<file path="src/game_pkg.sv">
package game_pkg;

    // Playfield and dinosaur geometry, in pixels
    localparam logic [9:0] ground_y = 10'd350;
    localparam int dino_x        = 160;   // Fixed left edge
    localparam int dino_w        = 34;
    localparam int dino_h        = 40;
    localparam int dino_duck_w   = 48;
    localparam int dino_duck_h   = 38;
    localparam int duck_box_trim = 12;    // Box top moves down while ducking

    // Obstacle sizes
    localparam int cactus_s_w       = 14;
    localparam int cactus_s_h       = 30;
    localparam int cactus_b_w       = 20;
    localparam int cactus_b_h       = 40;
    localparam int ptero_w          = 36;
    localparam int ptero_h          = 34;
    localparam int ptero_fly_offset = 30; // Height of ptero bottom above ground

    // Rest heights of the dinosaur top edge
    localparam logic [9:0] dino_stand_y = ground_y - 10'(dino_h);
    localparam logic [9:0] dino_duck_y  = ground_y - 10'(dino_duck_h);

    // Vertical motion per frame
    localparam logic signed [9:0] jump_vel  = 10'sd18;
    localparam logic signed [9:0] gravity   = 10'sd1;
    localparam logic signed [9:0] fast_fall = 10'sd3;   // Duck held in the air

    // Obstacle field
    localparam logic signed [12:0] scroll_step = 13'sd4;
    localparam logic signed [12:0] spawn_x     = 13'sd640;
    localparam logic signed [12:0] first_obs_x = 13'sd630;
    localparam logic signed [12:0] retire_x    = -13'sd40;
    localparam logic signed [12:0] min_gap     = 13'sd300;
    localparam logic [9:0]         lfsr_seed   = 10'h001;
    localparam int                 num_obs     = 3;

    typedef enum logic [1:0] {
        st_idle,
        st_run,
        st_pause,
        st_over
    } game_state_e;

    typedef enum logic [1:0] {
        kind_small_cactus,
        kind_big_cactus,
        kind_ptero_a,
        kind_ptero_b
    } obs_kind_e;

    typedef struct packed {
        logic [9:0]        y;         // Top edge
        logic signed [9:0] vel;       // Positive is downwards
        logic              ducking;
        logic              airborne;
    } dino_t;

    typedef struct packed {
        logic               active;
        obs_kind_e          kind;
        logic signed [12:0] x;        // Left edge, may sit off screen
    } obstacle_t;

    typedef obstacle_t [num_obs-1:0] obs_set_t;

    // Start values, also used on restart
    localparam dino_t dino_init = '{y: dino_stand_y, vel: 10'sd0, ducking: 1'b0, airborne: 1'b0};
    localparam obstacle_t obs_first = '{active: 1'b1, kind: kind_small_cactus, x: first_obs_x};
    localparam obstacle_t obs_idle = '{active: 1'b0, kind: kind_small_cactus, x: 13'sd0};
    localparam obs_set_t obs_init = {obs_idle, obs_idle, obs_first}; // Slot 0 rightmost

endpackage
</file>
<file path="src/dino_motion.sv">
`timescale 1ns/1ps

module dino_motion (
    input  logic            pclk,
    input  logic            rst,
    input  logic            run_tick,
    input  logic            restart,
    input  logic            jump,
    input  logic            duck,
    output game_pkg::dino_t dino
);
    import game_pkg::*;

    dino_t dino_d;
    logic  on_ground;

    // Anything at or below standing height counts as grounded
    assign on_ground = (dino.y >= dino_stand_y);

    always_comb begin
        dino_d = dino;
        if (on_ground) begin
            dino_d.vel      = 10'sd0;
            dino_d.ducking  = 1'b0;
            dino_d.airborne = 1'b0;
            if (jump) begin
                // Take off, first step already applied
                dino_d.vel      = -jump_vel;
                dino_d.y        = dino.y - $unsigned(jump_vel);
                dino_d.airborne = 1'b1;
            end else if (duck) begin
                dino_d.y       = dino_duck_y;
                dino_d.ducking = 1'b1;
            end else begin
                dino_d.y = dino_stand_y;   // Also snaps a landing overshoot
            end
        end else begin
            dino_d.vel      = dino.vel + (duck ? fast_fall : gravity);
            dino_d.y        = dino.y + $unsigned(dino.vel);   // Old velocity
            dino_d.airborne = 1'b1;
            dino_d.ducking  = 1'b0;   // No ducking in the air
        end
    end

    always_ff @(posedge pclk or posedge rst) begin
        if (rst) begin
            dino <= dino_init;
        end else if (restart) begin
            dino <= dino_init;
        end else if (run_tick) begin
            dino <= dino_d;
        end
    end

    a_duck_air_excl: assert property (
        @(posedge pclk) disable iff (rst)
        !(dino.ducking && dino.airborne)
    ) else $error("dino_motion: ducking and airborne both set");

endmodule

</file>
<file path="config.mk">
export PLATFORM = sky130hd
export DESIGN_NAME = dino_motion
export DESIGN_NICKNAME = d
export VERILOG_FILES = /design/src/game_pkg.sv /design/src/dino_motion.sv
export SDC_FILE = /design/constraint.sdc
export NUM_CORES = 1
export LEC_CHECK = 0
export ABC_AREA = 1
export BUFFER_PORTS_ARGS = -buffer_cell sky130_fd_sc_hd__buf_2
export CORE_MARGIN = 2
export CORE_UTILIZATION = 40
export CTS_CLUSTER_SIZE = 24
export DETAILED_ROUTE_END_ITERATION = 10
export SLEW_MARGIN = 20
export SYNTH_ARGS = -nofsm -noshare
export SYNTH_HDL_FRONTEND = slang
export SYNTH_SLANG_ARGS = --single-unit
</file>
<file path="constraint.sdc">
create_clock -name pclk -period 1.7 [get_ports pclk]
set_clock_uncertainty 0.2 [all_clocks]
set_input_delay 0.34 -clock pclk [delete_from_list [all_inputs] [get_ports pclk]]
set_output_delay 0.34 -clock pclk [all_outputs]
set_load 0.005 [all_outputs]
</file>
After elaboration in Yosys (flattened, before gate mapping)
Cells that the tools add are included.
{ "totals": {"ram_bits": 0, "out_inout_bits": 22, "rom_bits": 0, "ff_bits": 22, "latchBits": 0, "input_bits": 6, "wordCells": 19, "n_memories": 0} }
{ "op_classes": {"bitwise_logic": 0, "n_lt_le_gt_ge": 1, "n_addsub": 3, "mux": 10, "n_reduce_logical": 1, "eq_ne": 0, "n_div": 0, "shift": 0, "mul": 0} }
{ "ops": {"columns": ["operator", "count"], "rows": [
  ["$mux 22", 3],
  ["$mux 10", 2],
  ["$add 10x10->10", 1],
  ["$add 10x3->10", 1],
  ["$ge 10x9->1 const B", 1],
  ["$sub 10x5->10 const B", 1],
  ["$mux 4", 1],
  ["$mux 1", 3],
  ["$mux 2", 1],
  ["$reduce_bool 2->1", 1]
]} }

Depth between registers and ports, before layout
{ "logic_depth": {"word_depth": 5, "mapped_depth": 12, "mapped_depth_nobuf": 11} }

Least setup slack after synthesis
No wires, ideal clock.
{ "synth_timing": {"path_type": "register -> register", "from": "register dino[2] (netlist name)", "to": "register dino[18] (netlist name)", "path_slack_ns": -0.208, "setup_time_ns": 0.117, "period_less_slack_ns": 1.908, "path_stages_with_launch": 11, "path_buffers": 0, "t_arrival_ns": 1.591, "cell_sequence": "dfrtp_1 ha_1 fa_1 nand2_1 a21oi_1 nand3_1 nand2_1 nand2_1 nand3_1 nand3_1 nand2_1"} }
{ "synth_between": {"elab_chain_len": 4} }
{ "synth_rtl": {"columns": ["item", "line", "text"], "rows": [
  ["start: declaration", "dino_motion.sv:10", "output game_pkg::dino_t dino"],
  ["start signal: assignment", "dino_motion.sv:47", "dino <= dino_init;"],
  ["start signal: assignment", "dino_motion.sv:49", "dino <= dino_init;"],
  ["start signal: assignment", "dino_motion.sv:51", "dino <= dino_d;"],
  ["$add 10x10->10", "dino_motion.sv:39", "dino_d.y = dino.y + $unsigned(dino.vel);"],
  ["$mux 22", "dino_motion.sv:22", "if (on_ground) begin"],
  ["$mux 22", "dino_motion.sv:50", "end else if (run_tick) begin"],
  ["$mux 22", "dino_motion.sv:48", "end else if (restart) begin"]
]} }
Every way passes these cells. The select of a mux whose other input is x is not followed.
A chain may end at the register's enable or synchronous reset.

Final worst setup path
{ "layout_timing": {"from": "register dino[19] (netlist name)", "to": "register dino[21] (netlist name)"} }
{ "layout_between": {"elab_chain_len": 5} }
{ "layout_rtl": {"columns": ["item", "line", "text"], "rows": [
  ["$sub 10x5->10", "dino_motion.sv:29", "dino_d.y = dino.y - $unsigned(jump_vel);"],
  ["$mux 10", "dino_motion.sv:26", "if (jump) begin"],
  ["$mux 22 (*)", "dino_motion.sv:22", null],
  ["$mux 22 (*)", "dino_motion.sv:50", null],
  ["$mux 22 (*)", "dino_motion.sv:48", null]
]} }
Every way passes the cells marked *; elsewhere a longest branch is shown, timed or not. The select of a mux whose other input is x is not followed.

==> impl_metrics.toml <==
[status]
status = "finished with violations"
violations = "setup timing"

[pwr]
combPwrFrac = 0.746
p_leak_nw = 1.45
p_sw_frac = 0.472
clock_power_share = 0.086
switchingPower_mw = 2.86
sequentialPowerShare = 0.168
internal_power_mw = 3.21
vdd_drop_max_v = 0.00109
powerDensity_nw_per_um2 = 2130
power_mw = 6.07

[cells_and_area]
final_cells = 414
largest_reg_flops = 22
top_register = "dino"
layout.nets = 382
area_growth_pct = 54.2
num_antenna_cells = 0
biggestRegsByFlops = "dino: 22 flops"
layout-drive-gt1-share = 0.412
final_core_util = 0.647

[yosys]
synth-async-reset-ratio = 1.00
yosysTopAreaCell = "dfrtp_1"
synth_flop_cell = "dfrtp_1"
synth_area_um2 = 1850
yosys_warnings = 0
synth_cell_types = 30
synth_top_area_frac = 0.230
syn-num-nets = 304
synth-edff-count = 0
ys_seq_area_frac = 0.301
synth.area.top_cells = "dfrtp_1, nand2_1, nand3_1, ha_1, dfstp_2"
syn_avg_cell_area_um2 = 6.49
postSynthCellCount = 285
ys_ff_latch = 22
synthMostInstantiatedCell = "nand2_1"
synth_common_cells = "nand2_1, inv_1, nand3_1"

[timing]
slew_headroom = 0.783
post-route-period-util = 1.09
holdWs_ps = 196
grt_setup_unrepaired = "yes"
clock.fmax_mhz = 538
tightest_slew_ps = 326
setup_ws_ps = -159
fin_crit_ps = 1860
finalSetupViolCount = 19
finalMaxSlewViolations = 0
final_hold_viol_count = 0

[global_routing]
antenna_found_initial = 0
first_global_vias = 2099
grt_max_degree = 23
grt_overflow = 0
grt_pass1_wl_um = 9760
grt_use_total = 0.239

[worst_setup_path]
startpoint_type = "register"
critPathSlowestCell = "dfrtp_1"
r2r_slack_ps = -160
cp-end-kind = "register"
path_class = "reg2reg"
crit_top_cell = "nand2_1"
rr_endpoint = "dino[21]$_DFFE_PP0P_"
cp.arrival_ps = 1840
critical_path.cell_chain = "ha_4, nand2_1, nor2_1, nand3_1, nand4_1, nand3_1, nand2_1, nand2_1"
critPathRequiredTime_ps = 1680
r2r_cells = 8
rr_startpoint = "dino[19]$_DFFE_PP0P_"
cpPeakStageDelay_ps = 480
path_max_fanout = 5

[die]
num_rows = 24
dieHeight_um = 72.0
initial_core_util = 0.419
design.core.area_um2 = 4410
dieArea_um2 = 5190
die_x_um = 72.0
ios = 28

[run]
drv_cap = 0

[routing]
drt_iter0_markers = 140
ant_nets = 0
post-route-drc-count = 0
wire_per_inst_um = 14.9
wirelength_um = 6160
dr.pass1.iters = 4
via_count = 2145
vias_per_cell = 5.18

[placed_design]
pre_cts_slack_ps = -169
io_buffers = 27
dp_hpwl_um = 4210
dpl.cell_count = 403
gp_congestion = 0.864

[cts]
clkLatencyLatePin_ps = 270
cts_max_level = 1
numClockSinks = 22
clk_pin_slew_ps = 90
numCtsBuffers = 3
cts_buffer_depth = 2
root_buffer = "clkbuf_8"
cts_tree = "yes"

[min_path]
worstHoldPathType = "in2reg"
min_path_cells = 3
min-delay-start = "restart"
min_delay_worst_endpoint = "dino[12]$_DFFE_PP0P_"
[layer usage]
layer  global-route usage  vias up  routed length, µm
met1                0.318      996               2670
li1                     -     1069                  -
met5                    0        -                  0
met4               0.0671        0                 69
met3               0.0319       10                357
met2                0.409       70               3060
[cells in the final DEF, fill, tap and decap left out, types with 4 or more instances in the layout]
| cell | n |
|---|---|
| a21oi_2 | 6 |
| nor2_1 | 24 |
| o21ai_0 | 8 |
| ha_4 | 8 |
| buf_6 | 5 |
| nand2_1 | 86 |
| xor2_1 | 4 |
| buf_4 | 40 |
| o21ai_1 | 5 |
| nand3_2 | 8 |
| nand3_1 | 20 |
| dfstp_2 | 5 |
| dfrtp_1 | 15 |
| a21oi_1 | 6 |
| inv_1 | 31 |
| o21ai_2 | 5 |
| nand2_2 | 13 |
| buf_2 | 27 |
[worst max-delay path: cells and delay by family, from the launching register on]
family	cells	cell delay, ps
DFF	1	480
adders and majority gates	1	330
and+or+nand+nor	7	740
[power by group through the flow]
stage / Sequential [mW] / Combinational, mW / Clock, mW
3_5_place_dp: 0.962 / 3.31 / 0
5_1_grt: 1.04 / 4.97 / 0.537
2_1_floorplan: 1.02 / 1.99 / 0
3_3_place_gp: 0.961 / 3.29 / 0
4_1_cts: 0.999 / 3.70 / 0.518
6_report: 1.02 / 4.53 / 0.521
[worst max path at each step]
stage               slack [ps]                 start                    to  cells past startpoint
finish                    -160  dino[19]$_DFFE_PP0P_  dino[21]$_DFFE_PP0P_                      8
global route              -300  dino[19]$_DFFE_PP0P_  dino[21]$_DFFE_PP0P_                      8
CTS                       -110   dino[2]$_DFFE_PP0P_  dino[18]$_DFFE_PP0P_                     10
detailed placement        -170   dino[3]$_DFFE_PP0P_  dino[10]$_DFFE_PP0P_                      8
global placement          -160   dino[2]$_DFFE_PP0P_  dino[20]$_DFFE_PP1P_                     11
floorplan                  -80   dino[2]$_DFFE_PP0P_  dino[20]$_DFFE_PP1P_                     11
[layout make-up]
class | count | area, µm²
Fill cell | 388 | 1560
Clock inverter | 1 | 30.0
Clock buffer | 3 | 41.3
Tap cell | 52 | 65.1
Timing Repair Buffer | 76 | 562
Inverter | 35 | 139
Multi-Input combinational cell | 225 | 1460
Sequential cell | 22 | 559
[cell families (layout without fill, tap and decap cells)]
| logic type | count (synthesis) | count (layout) | share of synthesized area |
|---|---|---|---|
| adders and majority gates | 13 | 13 | 0.0960 |
| DFF | 22 | 22 | 0.301 |
| and+or+nand+nor | 169 | 169 | 0.384 |
| AOI/OAI and AO/OA | 38 | 38 | 0.110 |
| buffers and inverters | 38 | 115 | 0.0852 |
| xor gates and xnor gates | 5 | 5 | 0.0237 |
[through the flow]
stage | cell area [µm²] | TNS (ps)
after detailed placement | 2360 | -1510
after CTS | 2630 | -935
after global placement | 2360 | -1360
final | 2850 | -1340
after floorplan | 1870 | -416
after global routing | 2850 | -3270
[what timing repair did]
item	in CTS	in global routing
hold buffers	1	0
endpoints found under the setup margin	18	22
gates cloned	0	1
resized for setup	40	39
pin swaps	13	12
endpoints found under the hold margin	17	0
buffers inserted	2	3
No activity file was read; power rests on OpenSTA's default activity.
