**src/game_pkg.sv**
```systemverilog
package game_pkg;

    // Playfield and dinosaur geometry, in pixels
    localparam logic [9:0] ground_y = 10'd350;
    localparam int dino_x        = 160;   // Fixed left edge
    localparam int dino_w        = 34;
    localparam int dino_h        = 40;
    localparam int dino_duck_w   = 48;
    localparam int dino_duck_h   = 38;
    localparam int duck_box_trim = 12;    // Box top moves down while ducking

    // Obstacle sizes
    localparam int cactus_s_w       = 14;
    localparam int cactus_s_h       = 30;
    localparam int cactus_b_w       = 20;
    localparam int cactus_b_h       = 40;
    localparam int ptero_w          = 36;
    localparam int ptero_h          = 34;
    localparam int ptero_fly_offset = 30; // Height of ptero bottom above ground

    // Rest heights of the dinosaur top edge
    localparam logic [9:0] dino_stand_y = ground_y - 10'(dino_h);
    localparam logic [9:0] dino_duck_y  = ground_y - 10'(dino_duck_h);

    // Vertical motion per frame
    localparam logic signed [9:0] jump_vel  = 10'sd18;
    localparam logic signed [9:0] gravity   = 10'sd1;
    localparam logic signed [9:0] fast_fall = 10'sd3;   // Duck held in the air

    // Obstacle field
    localparam logic signed [12:0] scroll_step = 13'sd4;
    localparam logic signed [12:0] spawn_x     = 13'sd640;
    localparam logic signed [12:0] first_obs_x = 13'sd630;
    localparam logic signed [12:0] retire_x    = -13'sd40;
    localparam logic signed [12:0] min_gap     = 13'sd300;
    localparam logic [9:0]         lfsr_seed   = 10'h001;
    localparam int                 num_obs     = 3;

    typedef enum logic [1:0] {
        st_idle,
        st_run,
        st_pause,
        st_over
    } game_state_e;

    typedef enum logic [1:0] {
        kind_small_cactus,
        kind_big_cactus,
        kind_ptero_a,
        kind_ptero_b
    } obs_kind_e;

    typedef struct packed {
        logic [9:0]        y;         // Top edge
        logic signed [9:0] vel;       // Positive is downwards
        logic              ducking;
        logic              airborne;
    } dino_t;

    typedef struct packed {
        logic               active;
        obs_kind_e          kind;
        logic signed [12:0] x;        // Left edge, may sit off screen
    } obstacle_t;

    typedef obstacle_t [num_obs-1:0] obs_set_t;

    // Start values, also used on restart
    localparam dino_t dino_init = '{y: dino_stand_y, vel: 10'sd0, ducking: 1'b0, airborne: 1'b0};
    localparam obstacle_t obs_first = '{active: 1'b1, kind: kind_small_cactus, x: first_obs_x};
    localparam obstacle_t obs_idle = '{active: 1'b0, kind: kind_small_cactus, x: 13'sd0};
    localparam obs_set_t obs_init = {obs_idle, obs_idle, obs_first}; // Slot 0 rightmost

endpackage
```
**src/obstacle_field.sv**
```systemverilog
`timescale 1ns/1ps

module obstacle_field (
    input  logic               pclk,
    input  logic               rst,
    input  logic               run_tick,
    input  logic               restart,
    output game_pkg::obs_set_t obstacles
);
    import game_pkg::*;

    logic [9:0]         lfsr;
    logic [9:0]         lfsr_d;
    logic [1:0]         last_idx;    // Slot spawned most recently
    logic [1:0]         next_idx;
    logic [9:0]         spawn_off;   // Extra random gap before next spawn
    logic signed [12:0] spawn_limit;
    logic               spawn_ok;
    obs_set_t           obs_d;

    // x^10 + x^7 + 1
    assign lfsr_d = {lfsr[8:0], lfsr[9] ^ lfsr[6]};

    // Round robin over the slots
    assign next_idx = (last_idx == 2'(num_obs - 1)) ? 2'd0 : last_idx + 2'd1;

    assign spawn_limit = spawn_x - min_gap - $signed({4'b0000, spawn_off[8:0]});

    // Decision taken on old slot values only
    assign spawn_ok = (obstacles[last_idx].x < spawn_limit) && !obstacles[next_idx].active;

    always_comb begin
        obs_d = obstacles;

        // Scroll and retire
        for (int i = 0; i < num_obs; i++) begin
            if (obstacles[i].active) begin
                obs_d[i].x = obstacles[i].x - scroll_step;
                if (obstacles[i].x < retire_x) begin
                    obs_d[i].active = 1'b0;   // Inactive slot keeps its x
                end
            end
        end

        if (spawn_ok) begin
            obs_d[next_idx].active = 1'b1;
            obs_d[next_idx].kind   = obs_kind_e'(lfsr[9:8]);
            obs_d[next_idx].x      = spawn_x;
        end
    end

    always_ff @(posedge pclk or posedge rst) begin
        if (rst) begin
            lfsr      <= lfsr_seed;
            obstacles <= obs_init;
            last_idx  <= 2'd0;
            spawn_off <= 10'd0;
        end else begin
            if (run_tick) begin
                lfsr <= lfsr_d;   // Keeps running across restarts
            end

            if (restart) begin
                obstacles <= obs_init;
                last_idx  <= 2'd0;
                spawn_off <= 10'd0;
            end else if (run_tick) begin
                obstacles <= obs_d;
                if (spawn_ok) begin
                    last_idx  <= next_idx;
                    spawn_off <= lfsr;
                end
            end
        end
    end

    // Slots only enter from the right edge and move left
    for (genvar g = 0; g < num_obs; g++) begin : g_slot_chk
        a_x_on_field: assert property (
            @(posedge pclk) disable iff (rst)
            obstacles[g].active |-> (obstacles[g].x <= spawn_x)
        ) else $error("obstacle_field: slot %0d beyond spawn edge", g);
    end

endmodule

```
**config.mk**
```make
export PLATFORM = sky130hd
export DESIGN_NAME = obstacle_field
export DESIGN_NICKNAME = d
export VERILOG_FILES = /design/src/game_pkg.sv /design/src/obstacle_field.sv
export SDC_FILE = /design/constraint.sdc
export NUM_CORES = 1
export LEC_CHECK = 0
export ABC_AREA = 1
export BUFFER_PORTS_ARGS = -buffer_cell sky130_fd_sc_hd__clkbuf_2
export CORE_ASPECT_RATIO = 0.6
export CORE_MARGIN = 2
export CORE_UTILIZATION = 27
export CTS_CLUSTER_SIZE = 24
export DETAILED_ROUTE_END_ITERATION = 10
export GPL_ROUTABILITY_DRIVEN = 1
export PLACE_DENSITY = 0.47
export SLEW_MARGIN = 20
export SYNTH_ARGS = -nofsm -noshare
export SYNTH_HDL_FRONTEND = slang
export SYNTH_SLANG_ARGS = --single-unit
```
**constraint.sdc**
```tcl
create_clock -name pclk -period 2.6 [get_ports pclk]
set_clock_uncertainty 0.2 [all_clocks]
set_input_delay 0.26 -clock pclk [delete_from_list [all_inputs] [get_ports pclk]]
set_output_delay 0.26 -clock pclk [all_outputs]
set_load 0.1 [all_outputs]
```
Yosys cells after proc, flatten, opt, wreduce, memory -nomap -nowiden
Index checks and enable logic that the tools add are counted.
- logic and storage cells: 64
- flip-flop bits (word level): 69
- eq/ne operators: 1
- magnitude comparators: 7
- bitwise operators: 1
- add/subtract/negate cells: 5
- muxes and demuxes: 32
- reductions and logical operators: 6
- operator list (cell ; count):
    48-bit bitwise mux ; 3
    48-bit two-way mux ; 3
    16-bit demux with 2-bit select ; 3
    13-bit two-way mux ; 5
    16-bit binary-select mux with 2-bit select ; 2
    13-bit by 7-bit less-than comparator with 1-bit output (second input constant) ; 3
    13-bit by 4-bit subtractor with 13-bit output (second input constant) ; 3
    16-bit two-way mux ; 2
    9-bit two-way mux ; 3
    15-bit two-way mux ; 1
    13-bit by 10-bit less-than comparator with 1-bit output ; 1
    9-bit by 9-bit subtractor with 10-bit output (first input constant) ; 1
    2-bit two-way mux ; 4
    2-bit by 3-bit less-than comparator with 1-bit output (second input constant) ; 2
    1-bit two-way mux ; 6
    2-bit nonzero test ; 2
    2-bit by 1-bit adder with 2-bit output (second input constant) ; 1
    2-bit equality test (second input constant) ; 1
    2-bit by 1-bit >= comparator with 1-bit output (second input constant) ; 1
    1-bit logical AND ; 2
    2-bit AND reduction ; 1
    1-bit logical NOT ; 1
    1-bit XOR ; 1

Longest topological paths before layout
- word-level depth: 12
- mapped depth: 21

Least setup slack after synthesis
Ideal clock, no wire load.
- path kind: reg2reg
- start point: reg obstacles[8] in the netlist's numbering
- end point: reg obstacles[3] in the netlist's numbering
- arrival time: 2.628 ns
- cell stages (with the launch flop): 14
- buffers on the path: 1
- setup slack: -0.353 ns
- clock period less this slack: 2.953 ns
- cell sequence: dfrtp_1 -> inv_1 -> o221ai_1 -> ha_1 -> nand2_1 -> nor2_1 -> and2_1 -> nand2_1 -> nand4_1 -> nand2_2 -> clkbuf_8 -> nand3_4 -> nand2_4 -> o21ai_2
- cells in the longest elaborated chain, start to end: 7
- ends and longest elaborated chain (item ; RTL line ; RTL):
    start, declared ; obstacle_field.sv:8 ; output game_pkg::obs_set_t obstacles
    start signal, assigned ; obstacle_field.sv:55 ; obstacles <= obs_init;
    start signal, assigned ; obstacle_field.sv:64 ; obstacles <= obs_init;
    start signal, assigned ; obstacle_field.sv:68 ; obstacles <= obs_d;
    16-bit binary-select mux with 2-bit select ; obstacle_field.sv:30 ; assign spawn_ok = (obstacles[last_idx].x < spawn_limit) && !obstacles[next_idx].active;
    13-bit two-way mux (implied by the code) ; obstacle_field.sv:30 ;
    13-bit by 10-bit less-than comparator with 1-bit output ; obstacle_field.sv:30 ;
    1-bit logical AND ; obstacle_field.sv:30 ;
    48-bit two-way mux ; obstacle_field.sv:45 ; if (spawn_ok) begin
    48-bit two-way mux ; obstacle_field.sv:67 ; end else if (run_tick) begin
    48-bit two-way mux ; obstacle_field.sv:63 ; if (restart) begin
Every way passes these cells. The select of a mux whose other input is x is not followed.
A chain may end at the register's enable or synchronous reset.

Final worst setup path
- start point: reg spawn_off[1]
- end point: reg obstacles[18] in the netlist's numbering
- cells in the longest elaborated chain, start to end: 6
- ends and longest elaborated chain (item ; RTL line ; RTL):
    start, declared ; obstacle_field.sv:16 ; logic [9:0] spawn_off;
    start signal, assigned ; obstacle_field.sv:71 ; spawn_off <= lfsr;
    9-bit by 9-bit subtractor with 10-bit output ; obstacle_field.sv:27 ; assign spawn_limit = spawn_x - min_gap - $signed({4'b0000, spawn_off[8:0]});
    13-bit by 10-bit less-than comparator with 1-bit output ; obstacle_field.sv:30 ;
    1-bit logical AND ; obstacle_field.sv:30 ;
    48-bit two-way mux ; obstacle_field.sv:45 ;
    48-bit two-way mux ; obstacle_field.sv:67 ;
    48-bit two-way mux ; obstacle_field.sv:63 ;
Every way passes these cells. The select of a mux whose other input is x is not followed.

==> summary.md <==
| Metric | Value |
|---|---|
| Core area | `0.0154 mm^2` |
| Min cycle time layout | `2.88 ns` |
| Combinational family with the most area after synthesis | `simple AND/OR/NAND/NOR gates` |
| Status | `finished with violations` |
| Diode count | `0` |
| Vias/cell | `around 4.7` |
| I/O pins | `52` |
| Layout Nets | `722` |
| Failing checks | `setup timing` |
| CTS Sinks | `64` |
| Setup TNS | `-12.41 ns` |
| Adder-cell share of the synthesized area | `under 10%` |
| Buf+Inv Stages, Crit Path | `2` |
| Worst vdd ir | `515 uV` |
| Row cnt | `35` |
| Delay-heaviest family, CP | `simple AND/OR/NAND/NOR gates` |
| Drt drc | `0` |
| YS warnings | `0` |
| Max-cap viol count | `0` |
| Top_reg_cell synth | `dfrtp_1` |
| Yosys reg bits | `64` |
| Simple-Gate Fraction of Synth Area | `32.1%` |
| Slew headroom | `57.4%` |
| Commonest non-fill, non-tap cells in the layout | `nand2_1, buf_4, inv_1` |
| Clock Tree Buf Depth | `2` |
| Die X | `166 um` |
| CTS root buffer | `clkbuf_16` |
| Clock transition at path regs | `0.06 ns` |
| Final setup fails | `54` |
| Largest net degree at the start of global routing | `33` |
| Initial Utilization | `27.7%` |
| Crit path top cell by count | `nand2_2` |
| Post-DRT Antenna Nets | `0` |
| Vias | `4280` |
| Crit Path Max Fanout | `6` |
| Area Growth Syn to Fin | `37.3%` |
| Commonest non-fill, non-tap cell in the layout | `nand2_1` |
| WS Path Type | `flop to flop` |
| Internal | `0.00353 W` |
| Critical path endpoint category | `flop` |
| Final WS setup | `-0.284 ns` |
| GP Congestion | `0.906` |
| Post-synth EDFFs | `0` |
| 1st-iter DRT viols | `379` |
| Tightest Pin Transition | `roughly 0.64 ns` |
| Post-synthesis cell count | `586` |
| Clock power share | `19.0%` |
| Post-Layout Inst Area | `0.00585 mm^2` |
| DP Area | `about 0.0052 mm^2` |
| Slew Limit Fails | `0` |
| Layout Utilization | `between 30% and 40%` |
| Layout cells sized above 1 | `35.5%` |
| Critical path's largest stage delay | `0.41 ns` |
| CP required | `around 2.6 ns` |
| Die height | `101 um` |
| Post-synthesis mux area share | `0%` |
| Period utilization | `111%` |
| Remaining global-route overflow | `0` |
| Final HPWL DP | `between 10 and 15 mm` |
| Combinational share of power | `61.4%` |
| Port-buffer cells | `46` |
| CTS tree | `done` |
| Gr usage total | `around 17%` |
| Leakage | `2.88 nW` |
| Worst path slowest cell | `dfrtp_1` |
| Hold Fails Final Rpt | `0` |
| CP arrival | `2.90 ns` |
| WL per Instance | `15.4 um` |
| Max Clk Rate | `around 0.35 GHz` |
| Synthesized area | `0.00426 mm^2` |
| Reg power frac | `19.6%` |
| Initial antenna violation count | `0` |
| Skew-Pair Late Insertion Delay | `0.33 ns` |
| Switching power | `0.00345 W` |
| Die area | `0.0168 mm^2` |
| CTS buffer count | `9` |
| P per Cell Area | `1190 mW/mm^2` |
| Netlist cell types | `41` |
| Post-Place Setup Slack | `-0.284 ns` |
| Avg Inst Size Synth | `7.27 um^2` |
| R2R Setup Slk | `-0.28 ns` |
| CP startpoint kind | `flop` |
| Compound-Gate Fraction of Synth Area | `under 10%` |
| H-tree depth | `3` |
| First-pass GRT wire length | `~23 mm` |
| Routed WL | `14.0 mm` |
| Xor/xnor share of the synthesized area | `about 5.8%` |
| HP Class | `input pin to flop` |
| RSZ-0062 raised after global routing | `yes` |
| Worst hold slack | `0.145 ns` |
| Fillcell total | `1622` |
| Post-synthesis sequential area ratio | `about 38%` |
| Sw frac | `49.4%` |
| Post-synth ARST share | `100%` |
| Initial DRT Pass Iterations | `5` |
| Vias in the first global route | `4051` |
| Cell breakdown of the critical path | `inv_2, ha_4, o21ai_4, nand2_2, nand2_2, a21oi_2, xnor2_1, ha_1, nand2_2, nor2_1, and2_1, nand2_1, nand4_1, nand2_4, nand2_4, nor2_4, buf_6, o21ai_1` |
layer usage:
| metal | vias to the layer above | GRT usage (%) | part of all wire, % |
|---|---|---|---|
| li1 | 2114 | - | - |
| met1 | 2051 | 27.4 | 55 |
| met2 | 107 | 22.9 | 39 |
| met3 | 8 | 3.28 | 5.1 |
| met4 | 0 | 4.35 | 0.73 |
| met5 | - | 0 | 0 |
cell type report:
type                       instances  area [um^2]  share of cell area (%)
clock buffer                      10          239                    4.09
sequential                        64         1670                    28.5
clock inverter                     6         82.6                    1.41
tap                              203          254                    4.35
timing repair buffer             126          876                    15.0
inverter                          66          255                    4.37
multi-input combinational        435         2470                    42.3
power by group through the flow:
| stage | registers [W] | clock network, W | logic (W) |
|---|---|---|---|
| 3_5_place_dp | 0.00138 | 0 | 0.00370 |
| 4_1_cts | 0.00137 | 0.00136 | 0.00388 |
| 5_1_grt | 0.00140 | 0.00141 | 0.00466 |
| 2_1_floorplan | 0.00207 | 0 | 0.00191 |
| 6_report | 0.00137 | 0.00133 | 0.00429 |
| 3_3_place_gp | 0.00138 | 0 | 0.00368 |
worst paths after layout:
check,start,to,cells past startpoint
setup / recovery,spawn_off[1],obstacles[18],18
hold / removal,restart,obstacles[4],3
setup reg to reg,spawn_off[1],obstacles[18],18
hold reg to reg,lfsr[1],lfsr[1],2
max in group asynchronous,rst,obstacles[9],4
min in group asynchronous,rst,obstacles[14],3
cells by family (layout without fill, tap and decap cells):
group                    Yosys count  count (layout)
flip-flops                        64              64
AND/OR/NAND/NOR                  314             315
buffers and inverters             92             208
other                              1               5
adder cells (fa/ha/maj)           16              16
AO/OA/AOI/OAI                     71              71
XOR/XNOR                          28              28
flip-flops by register name (all words and copies together), names as in the netlist:
register	flops
last_idx	2
lfsr	10
obstacles	43
spawn_off	9
metrics by stage:
step,cells,power (W)
floorplan,590,0.00398
global placement,884,0.00505
detailed placement,884,0.00508
CTS,906,0.00661
global route,910,0.00747
finish,910,0.00698
worst reg2reg max path, delay by kind of cell (launching register included):
family	cells	cell delay, ns
AO/OA/AOI/OAI	3	0.25
XOR/XNOR	1	0.12
adder cells (fa/ha/maj)	2	0.49
buffers and inverters	2	0.24
flip-flops	1	0.41
AND/OR/NAND/NOR	10	1.04
synth_stat cells, types with 2 or more instances:
library cell	n	area share, %
xor2_1	24	4.9
a21o_1	2	0.35
o221ai_1	4	0.82
nor2_1	43	3.8
ha_1	16	4.7
buf_1	2	0.18
a22oi_1	6	1.1
buf_6	2	0.53
o21ai_0	36	4.2
nor3_1	10	1.2
inv_2	5	0.44
dfstp_2	8	4.9
nand3_1	54	6.3
nor2_2	4	0.59
buf_2	4	0.47
o21ai_2	5	1.0
xnor2_1	4	0.82
nand2_4	2	0.53
clkbuf_1	9	0.79
nor2_4	2	0.53
nand2_1	178	16
and2_1	2	0.29
dfrtp_1	56	33
buf_4	8	1.4
nand4_1	12	1.8
a21oi_1	14	1.6
nand2_2	2	0.29
inv_1	59	5.2
what timing repair did:
item,4_1_cts,5_1_grt
setup buffers,5,2
pin swaps,5,12
hold buffers,1,0
endpoints found under the hold margin,19,0
cloned,0,2
endpoints found under the setup margin,54,54
resized for setup,28,47
(Power assumes the default switching activity.)
